### src/design/proc_cfg.svh
// proc configuration defines for word width, register count and data memory size

`ifndef PROC_CFG_SVH
`define PROC_CFG_SVH

// datapath word width in bits
`define PROC_XLEN 16

// general purpose registers, no hardwired zero
`define PROC_NREGS 8

// data memory words, any power of two
`define PROC_DMEM_DEPTH 64

`endif

### src/design/proc_pkg.sv
// proc package with opcodes, instruction formats and datapath control types
`default_nettype none

package proc_pkg;

    `include "proc_cfg.svh"

    //////////////////////////////////////////////////
    // opcodes, anything not listed traps as illegal
    //////////////////////////////////////////////////
    typedef enum logic [4:0] {
        op_halt  = 5'b00000,
        op_addi  = 5'b01000,
        op_beqz  = 5'b01100,
        op_bgtz  = 5'b01101,
        op_bltz  = 5'b01110,
        op_st    = 5'b10000,
        op_ld    = 5'b10001,
        op_ldi   = 5'b11000,
        op_shift = 5'b11010,
        op_alu   = 5'b11011
    } opcode_e;

    typedef logic [2:0] reg_idx_t;

    // three register format
    typedef struct packed {
        opcode_e  opcode;
        reg_idx_t rs;
        reg_idx_t rt;
        reg_idx_t rd;
        logic [1:0] funct;
    } instr_r_t;

    // register plus 8-bit immediate format
    typedef struct packed {
        opcode_e  opcode;
        reg_idx_t rd;
        logic [7:0] imm8;
    } instr_i_t;

    // same fetched word, viewed either way
    typedef union packed {
        instr_r_t r;
        instr_i_t i;
    } instr_u;

    //////////////////////////////////////////////////
    // control word from decode
    //////////////////////////////////////////////////
    typedef enum logic {wb_alu, wb_mem} wb_sel_e;
    typedef enum logic [1:0] {ak_arith, ak_shift, ak_add, ak_pass} alu_kind_e;
    typedef enum logic [1:0] {br_none, br_eqz, br_gtz, br_ltz} branch_kind_e;

    typedef struct packed {
        logic         reg_write;
        reg_idx_t     rd;
        wb_sel_e      wr_sel;
        logic         mem_read;
        logic         mem_write;
        logic         use_imm;
        alu_kind_e    alu_kind;
        logic [1:0]   funct;
        branch_kind_e branch_kind;
        logic         halt;
        logic         illegal;
    } ctrl_t;

    // one retired instruction, zero latency
    typedef struct packed {
        logic                  valid;
        reg_idx_t              rd;
        logic                  reg_we;
        logic [`PROC_XLEN-1:0] data;
    } retire_t;

endpackage

`default_nettype wire

### src/design/branch_unit.sv
// branch unit computing next PC, branch target and the compare-to-zero taken decision
`timescale 1ns/1ps
`default_nettype none
`include "proc_cfg.svh"

module branch_unit import proc_pkg::*; (
    input  wire ctrl_t                 ctrl,
    input  wire logic [`PROC_XLEN-1:0] pc,
    input  wire logic [`PROC_XLEN-1:0] rs_data,
    input  wire logic [`PROC_XLEN-1:0] imm,
    output logic [`PROC_XLEN-1:0]      next_pc,
    output logic                       taken
);

    logic [`PROC_XLEN-1:0] pc_plus2;
    logic [`PROC_XLEN-1:0] target;
    logic                  rs_zero;
    logic                  rs_neg;

    // sequential fetch
    assign pc_plus2 = pc + `PROC_XLEN'(2);

    // offset counts instructions so it is scaled by two
    assign target = pc_plus2 + {imm[`PROC_XLEN-2:0], 1'b0};

    assign rs_zero = (rs_data == '0);
    assign rs_neg  = rs_data[`PROC_XLEN-1];

    always_comb begin
        case (ctrl.branch_kind)
            br_eqz:  taken = rs_zero;
            br_gtz:  taken = !rs_zero && !rs_neg;
            br_ltz:  taken = rs_neg;
            default: taken = 1'b0;
        endcase
    end

    assign next_pc = taken ? target : pc_plus2;

    // a taken branch is never a HALT or illegal word
    a_taken_on_branch: assert final (!taken || (!ctrl.halt && !ctrl.illegal));

endmodule

`default_nettype wire

### src/design/commit.sv
// commit: data memory, write-back select, PC register, halt and error state, retire trace
`timescale 1ns/1ps
`default_nettype none
`include "proc_cfg.svh"

module commit import proc_pkg::*; (
    input  wire logic                  clk,
    input  wire logic                  arst_n,
    input  wire ctrl_t                 ctrl,
    input  wire logic [`PROC_XLEN-1:0] alu_result,
    input  wire logic [`PROC_XLEN-1:0] rt_data,
    input  wire logic [`PROC_XLEN-1:0] next_pc,
    input  wire logic                  taken,
    output logic [`PROC_XLEN-1:0]      pc,
    output logic                       wr_en,
    output reg_idx_t                   wr_reg,
    output logic [`PROC_XLEN-1:0]      wr_data,
    output retire_t                    retire,
    output logic                       halted,
    output logic                       err
);

    localparam int AW = $clog2(`PROC_DMEM_DEPTH);

    logic [`PROC_XLEN-1:0] dmem [`PROC_DMEM_DEPTH];
    logic [AW-1:0]         dmem_addr;
    logic [`PROC_XLEN-1:0] mem_rdata;
    logic                  mem_we;

    //////////////////////////////////////////////////
    // data memory, word addressed, wraps at depth
    //////////////////////////////////////////////////
    assign dmem_addr = alu_result[AW-1:0];
    assign mem_rdata = ctrl.mem_read ? dmem[dmem_addr] : '0;
    assign mem_we    = ctrl.mem_write && !halted;

    always_ff @(posedge clk or negedge arst_n) begin
        if (!arst_n) begin
            for (int k = 0; k < `PROC_DMEM_DEPTH; k++) begin
                dmem[k] <= '0;
            end
        end else if (mem_we) begin
            dmem[dmem_addr] <= rt_data;
        end
    end

    // write-back select, frozen once halted
    assign wr_en   = ctrl.reg_write && !halted;
    assign wr_reg  = ctrl.rd;
    assign wr_data = (ctrl.wr_sel == wb_mem) ? mem_rdata : alu_result;

    //////////////////////////////////////////////////
    // pc, halt and sticky error
    //////////////////////////////////////////////////
    always_ff @(posedge clk or negedge arst_n) begin
        if (!arst_n) begin
            pc     <= '0;
            halted <= 1'b0;
            err    <= 1'b0;
        end else if (!halted) begin
            // pc stays on the HALT word
            if (!ctrl.halt) begin
                pc <= next_pc;
            end
            halted <= ctrl.halt;
            err    <= err | ctrl.illegal;
        end
    end

    // trace of the current instruction
    always_comb begin
        retire        = '0;
        retire.valid  = !halted;
        retire.reg_we = wr_en;
        if (wr_en) begin
            retire.rd   = wr_reg;
            retire.data = wr_data;
        end
    end

    // sticky until reset
    a_halt_sticky: assert property (@(posedge clk) disable iff (!arst_n)
        halted |=> halted);

    // a taken branch never touches registers or memory
    a_branch_no_write: assert property (@(posedge clk) disable iff (!arst_n)
        taken |-> !ctrl.reg_write && !ctrl.mem_write);

endmodule

`default_nettype wire

### src/design/decode.sv
// decode: maps opcodes to control and holds the register file with two read ports
`timescale 1ns/1ps
`default_nettype none
`include "proc_cfg.svh"

module decode import proc_pkg::*; (
    input  wire logic                  clk,
    input  wire logic                  arst_n,
    input  wire instr_u                instr,
    input  wire logic                  wr_en,
    input  wire reg_idx_t              wr_reg,
    input  wire logic [`PROC_XLEN-1:0] wr_data,
    output ctrl_t                      ctrl,
    output logic [`PROC_XLEN-1:0]      rs_data,
    output logic [`PROC_XLEN-1:0]      rt_data,
    output logic [`PROC_XLEN-1:0]      imm
);

    logic [`PROC_XLEN-1:0] regs [`PROC_NREGS];

    //////////////////////////////////////////////////
    // control decode
    //////////////////////////////////////////////////
    always_comb begin
        ctrl       = '0;
        // I format destination unless the opcode says otherwise
        ctrl.rd    = instr.i.rd;
        ctrl.funct = instr.r.funct;
        case (instr.r.opcode)
            op_alu: begin
                ctrl.reg_write = 1'b1;
                ctrl.rd        = instr.r.rd;
                ctrl.alu_kind  = ak_arith;
            end
            op_shift: begin
                ctrl.reg_write = 1'b1;
                ctrl.rd        = instr.r.rd;
                ctrl.alu_kind  = ak_shift;
            end
            op_ldi: begin
                ctrl.reg_write = 1'b1;
                ctrl.use_imm   = 1'b1;
                ctrl.alu_kind  = ak_pass;
            end
            op_addi: begin
                ctrl.reg_write = 1'b1;
                ctrl.use_imm   = 1'b1;
                ctrl.alu_kind  = ak_add;
            end
            op_ld: begin
                ctrl.reg_write = 1'b1;
                ctrl.use_imm   = 1'b1;
                ctrl.alu_kind  = ak_add;
                ctrl.mem_read  = 1'b1;
                ctrl.wr_sel    = wb_mem;
            end
            op_st: begin
                // address is rd plus imm, data comes from the rt port
                ctrl.mem_write = 1'b1;
                ctrl.use_imm   = 1'b1;
                ctrl.alu_kind  = ak_add;
            end
            op_beqz: ctrl.branch_kind = br_eqz;
            op_bgtz: ctrl.branch_kind = br_gtz;
            op_bltz: ctrl.branch_kind = br_ltz;
            op_halt: ctrl.halt = 1'b1;
            // unknown opcode, retire as a no-op and flag it
            default: ctrl.illegal = 1'b1;
        endcase
    end

    // sign-extended 8-bit immediate
    assign imm = {{(`PROC_XLEN-8){instr.i.imm8[7]}}, instr.i.imm8};

    //////////////////////////////////////////////////
    // register file
    //////////////////////////////////////////////////
    // rs field sits where the I format keeps rd
    assign rs_data = regs[instr.r.rs];
    // ST data register shares bits 7:5 with the immediate
    assign rt_data = regs[instr.r.rt];

    // write lands at the edge, no bypass needed
    always_ff @(posedge clk or negedge arst_n) begin
        if (!arst_n) begin
            for (int k = 0; k < `PROC_NREGS; k++) begin
                regs[k] <= '0;
            end
        end else if (wr_en) begin
            regs[wr_reg] <= wr_data;
        end
    end

    // one instruction never writes both a register and memory
    a_no_dual_write: assert property (@(posedge clk) disable iff (!arst_n)
        !(ctrl.reg_write && ctrl.mem_write));

endmodule

`default_nettype wire

### src/design/exec_alu.sv
// exec_alu: ALU and shifter producing the data result from registers or immediate
`timescale 1ns/1ps
`default_nettype none
`include "proc_cfg.svh"

module exec_alu import proc_pkg::*; (
    input  wire ctrl_t                 ctrl,
    input  wire logic [`PROC_XLEN-1:0] rs_data,
    input  wire logic [`PROC_XLEN-1:0] rt_data,
    input  wire logic [`PROC_XLEN-1:0] imm,
    output logic [`PROC_XLEN-1:0]      alu_result
);

    localparam int SHW = $clog2(`PROC_XLEN);

    logic [`PROC_XLEN-1:0]   operand_b;
    logic [SHW-1:0]          shamt;
    logic [2*`PROC_XLEN-1:0] rot_wide;

    // second operand mux
    assign operand_b = ctrl.use_imm ? imm : rt_data;

    // shift count from low bits of rt
    assign shamt = rt_data[SHW-1:0];

    // rotate via doubled word, upper half is the result
    assign rot_wide = {rs_data, rs_data} << shamt;

    always_comb begin
        alu_result = '0;
        case (ctrl.alu_kind)
            ak_arith: begin
                case (ctrl.funct)
                    2'b00: alu_result = rs_data + operand_b;
                    2'b01: alu_result = rs_data - operand_b;
                    2'b10: alu_result = rs_data & operand_b;
                    2'b11: alu_result = rs_data ^ operand_b;
                endcase
            end
            ak_shift: begin
                case (ctrl.funct)
                    2'b00: alu_result = rs_data << shamt;
                    2'b01: alu_result = rs_data >> shamt;
                    // arithmetic right keeps the sign
                    2'b10: alu_result = $signed(rs_data) >>> shamt;
                    2'b11: alu_result = rot_wide[2*`PROC_XLEN-1:`PROC_XLEN];
                endcase
            end
            // ADDI and the LD/ST word address
            ak_add:  alu_result = rs_data + operand_b;
            // LDI
            ak_pass: alu_result = operand_b;
        endcase
    end

endmodule

`default_nettype wire

### src/design/proc.sv
// proc: single-cycle 16-bit core wiring decode, execute, branch and commit
`timescale 1ns/1ps
`default_nettype none
`include "proc_cfg.svh"

module proc import proc_pkg::*; (
    input  wire logic                  clk,
    input  wire logic                  arst_n,
    output logic [`PROC_XLEN-1:0]      imem_addr,
    input  wire instr_u                imem_data,
    output retire_t                    retire,
    output logic                       halted,
    output logic                       err
);

    ctrl_t                 ctrl;
    logic [`PROC_XLEN-1:0] rs_data;
    logic [`PROC_XLEN-1:0] rt_data;
    logic [`PROC_XLEN-1:0] imm;
    logic [`PROC_XLEN-1:0] alu_result;
    logic [`PROC_XLEN-1:0] next_pc;
    logic                  taken;
    logic [`PROC_XLEN-1:0] pc;
    logic                  wr_en;
    reg_idx_t              wr_reg;
    logic [`PROC_XLEN-1:0] wr_data;

    // fetch address straight from the pc register
    assign imem_addr = pc;

    decode decode_inst (
        .clk, .arst_n, .instr(imem_data), .wr_en, .wr_reg, .wr_data,
        .ctrl, .rs_data, .rt_data, .imm
    );

    exec_alu exec_alu_inst (.ctrl, .rs_data, .rt_data, .imm, .alu_result);

    branch_unit branch_unit_inst (.ctrl, .pc, .rs_data, .imm, .next_pc, .taken);

    commit commit_inst (
        .clk, .arst_n, .ctrl, .alu_result, .rt_data, .next_pc, .taken,
        .pc, .wr_en, .wr_reg, .wr_data, .retire, .halted, .err
    );

endmodule

`default_nettype wire

### config.mk
export PLATFORM = sky130hd
export DESIGN_NAME = proc
export DESIGN_NICKNAME = d
export VERILOG_FILES = /design/src/design/proc_pkg.sv /design/src/design/branch_unit.sv /design/src/design/commit.sv /design/src/design/decode.sv /design/src/design/exec_alu.sv /design/src/design/proc.sv
export VERILOG_INCLUDE_DIRS = /design/src /design/src/design
export SDC_FILE = /design/constraint.sdc
export NUM_CORES = 2
export LEC_CHECK = 0
export ABC_AREA = 0
export BUFFER_PORTS_ARGS = -buffer_cell sky130_fd_sc_hd__clkbuf_2
export CAP_MARGIN = 20
export CORE_MARGIN = 2
export CORE_UTILIZATION = 45
export DETAILED_ROUTE_END_ITERATION = 7
export PLACE_DENSITY_LB_ADDON = 0.25
export REMOVE_ABC_BUFFERS = 1
export SLEW_MARGIN = 0
export SYNTH_ARGS = -nofsm -noshare
export SYNTH_HDL_FRONTEND = slang
export SYNTH_SLANG_ARGS = --single-unit
### constraint.sdc
create_clock -name clk -period 5.3 [get_ports clk]
set_input_delay 0.265 -clock clk [delete_from_list [all_inputs] [get_ports clk]]
set_output_delay 0.265 -clock clk [all_outputs]
set_load 0.02 [all_outputs]
==> metrics.md <==
| Metric | Value |
|---|---|
| Slew @ Worst Pin | ~1.2 ns |
| Unrepaired setup endpoints after global routing | yes |
| CP Class | flop to output pin |
| Root Driver | clkbuf_16 |
| DRT Pass-1 Iters | 6 |
| FP Rows | 132 |
| Period utilization | 1.25 |
| Largest net degree at the start of global routing | 171 |
| CTS HTree Levels | 4 |
| Core area | 129000 µm² |
| Final wirelength | 244 mm |
| Synth Area in Compound Gates | 0.192 |
| Ports | 57 |
| CP arrival | ~6.4 ns |
| Die Height | 365 µm |
| Worst rel slew slack | 0.223 |
| Post-synth EDFFs | 0 |
| Minimum hold slack | -0.0112 ns |
| Fill cells | 11300 |
| Violated checks | negative hold slack, negative setup slack |
| Final layout net count | 7388 |
| Setup_tns | -59.75 ns |
| CTS max path bufs | 3 |
| Total congestion overflow | 0 |
| Leak | 33.7 nW |
| FMAX | 151 MHz |
| Count of input and output buffers | 55 |
| Minimum clock period | 6.63 ns |
| Peak supply drop | 0.450 mV |
| Vias per Instance | 5.95 |
| Xor and xnor area share after synthesis | 0.00686 |
| Final instance area | 75700 µm² |
| Simple-gate share of the synthesized area | 0.170 |
| Largest family of logic cells by synthesized area | compound AO/OA/AOI/OAI gates |
| Main area contributors after synthesis | dfrtp_1 (50%), nand2_1 (11%), o21ai_0 (8.2%), mux2i_1 (2.9%), mux4_2 (2.6%) |
| Area grow syn2layout | 29.0% |
| Ys async rst share | 1.00 |
| GRT Resource Usage Total | 0.364 |
| Inserted Clock Buffers | 132 |
| Syn Inst Count | roughly 6600 |
| Die X-Extent | 365 µm |
| Synth Warn # | 0 |
| Layout cells sized above 1 | 0.247 |
| Synth Area per Inst | 8.92 µm² |
| Final hold vios | 1 |
| DIE AREA | 133000 µm² |
| TritonCTS Sinks | 1169 |
| Initial DRC count | 5696 |
| Pre-CTS worst setup slack | -1.67 ns |
| HPWL Detailed | 167 mm |
| Via count | 54600 |
| Synth Cell Area | 58700 µm² |
| Post-synthesis mux area share | 0.0750 |
| Antenna violations before repair | 7 |
| # setup viols final | 183 |
| Worst Clk Skew | 0.0365 ns |
| Crit path required time | between 5 and 6 ns |
| Worst setup SP type | flop |
| First-pass GRT wire length | approximately 360 mm |
| Yosys top cell by area | dfrtp_1 |
| Worst reg2reg path depth | 23 |
| Final WS setup | -1.33 ns |
| Final number of max-transition violations | 0 |
| Most used DFF post-synth | dfrtp_1 |
| Starting density of the core | 0.454 |
| Netlist cell types | ~110 |
| Yosys reg bits | around 1200 |
| DR WL/cell | 26.6 µm |
| Hold Path Class | primary input to async pin |
| Power Density | a little under 600 nW/µm² |
| Vias in the first global route | 52400 |
| Final Core Density | 0.585 |
| Outcome | complete, but fails checks |
| Worst skew pair latency | 0.80 ns |
| Post-synthesis sequential area ratio | 0.498 |
| Post-Synth Adder-Cell Area | 0.0110 |
| Clock-pin slew on the worst setup and hold paths | 0.06 ns |
| Element type at the critical path end | output pin |
| CTS tree | yes |
| ANT nets after route | 0 |
| DRC | 0 |
| MaxCap Viol Count | 0 |
| Share of Yosys cell area claimed by the top area cell type | 0.498 |
| Critical Path Fanout Max | 22 |
| Area after DPL | 68200 µm² |
| GP Congestion | 1.03 |
-- logic make-up after synthesis --
family,after synthesis
AOI/OAI and AO/OA,1923
xor gates and xnor gates,46
adders and majority gates,50
buffers and inverters,629
DFF,1169
muxes,332
other,1
and+or+nand+nor,2435
-- layout by cell type, fill, tap and decap left out, types with 25 or more instances in the layout --
cell type and instances:
a21oi_1 265, a21oi_2 35, a31oi_1 50, a32oi_1 31, and3_1 44, buf_12 155
buf_4 869, buf_6 68, clkbuf_1 34, clkbuf_16 135, clkbuf_2 37, clkbuf_8 41
dfrtp_1 1169, ha_1 46, inv_1 63, mux2_2 72, mux2i_1 152, mux4_2 67
nand2_1 1693, nand3_1 219, nor2_1 260, nor3_1 42, o211ai_1 25, o21ai_0 944
o21ai_1 144, o22ai_1 80, xnor2_1 32
-- routing by layer --
metal  vias to the layer above  GRT usage  wire length, µm
li1                      24500          -                -
met1                     27000      0.485            98900
met2                      2468      0.549           107000
met3                       639     0.0736            20300
met4                         6      0.221            17100
met5                         -    0.00109               40
-- power breakdown --
part / leakage (nW) / internal, mW / total (mW) / switching, mW
registers: 16.2 / 9.55 / 9.99 / 0.435
logic: 15.3 / 9.80 / 24.4 / 14.6
clock network: 2.16 / 5.37 / 9.32 / 3.95
total: 33.7 / 24.7 / 43.7 / 19.0
-- state kept, by name, summed over array words and instances, names as in the netlist --
register            count
commit_inst.pc         15
decode_inst.regs      128
commit_inst.err         1
commit_inst.halted      1
commit_inst.dmem     1024
-- path summary, 6_finish.rpt --
kind	from	to	slack, ns
max in group asynchronous	arst_n	decode_inst.regs[111]	3.66
setup reg to reg	decode_inst.regs[64]	decode_inst.regs[88]	-0.49
hold / removal	arst_n	commit_inst.dmem[140]	-0.01
setup / recovery	decode_inst.regs[64]	retire[8]	-1.33
min in group clk	imem_data[11]	commit_inst.err	0.15
hold reg to reg	commit_inst.pc[15]	commit_inst.pc[15]	0.47
-- final cells by class --
| class | count | area, µm² | area share |
|---|---|---|---|
| diodes | 3 | 7.51 | 0.0000991 |
| clock buffers | 205 | 3990 | 0.0527 |
| clock inverters | 33 | 414 | 0.00547 |
| inverters | 72 | 274 | 0.00362 |
| multi-input cells | 4787 | 28500 | 0.376 |
| flip-flops and latches | 1169 | 29300 | 0.386 |
| well taps | 1742 | 2180 | 0.0288 |
| repair buffers | 1158 | 11100 | 0.147 |
-- cell usage after synthesis, drive strengths merged (14+ instances only) --
master / count
a2111oi: 18
a211oi: 30
a21oi: 313
a22oi: 20
a311oi: 19
a31oi: 59
a32oi: 35
and3: 48
buf: 198
clkbuf: 359
dfrtp: 1169
ha: 47
inv: 69
mux2: 77
mux2i: 186
mux4: 69
nand2: 1724
nand3: 226
nand4: 14
nor2: 290
nor2b: 14
nor3: 56
nor4: 14
o211ai: 26
o21ai: 1101
o21bai: 16
o221ai: 29
o22ai: 103
xnor2: 36
-- worst max-delay path: stages, from the launching register on --
cell       delay (ns)
dfrtp_1          0.39
mux4_2           0.48
mux2_4           0.31
nor2_4           0.09
a21oi_2          0.05
buf_4            0.15
ha_1             0.19
inv_1            0.07
fa_2             0.43
mux4_2           0.51
o22ai_4          0.29
a21o_4           0.25
buf_4            0.22
bufbuf_16        0.35
buf_4            0.14
nand2_1          0.04
nand3_1          0.07
a21oi_1          0.07
buf_4            0.15
nor3_4           0.59
a41oi_4          0.26
nor2_1           0.15
buf_4            0.16
buf_4            0.14
-- repair_timing --
item,in CTS,in global routing
pin swaps,55,77
buffers inserted,51,63
hold buffers,1,0
endpoints found under the setup margin,1098,282
gates cloned,3,1
hold endpoints to repair,103,0
resized for setup,245,226
-- through the flow --
| step | power [mW] | std cells |
|---|---|---|
| after detailed placement | 30.9 | 8824 |
| after floorplan | 18.7 | 6028 |
| after CTS | 41.8 | 9116 |
| after global routing | 44.9 | 9167 |
| final | 43.7 | 9169 |
| after global placement | 30.8 | 8824 |
No activity file was read; power rests on OpenSTA's default activity.
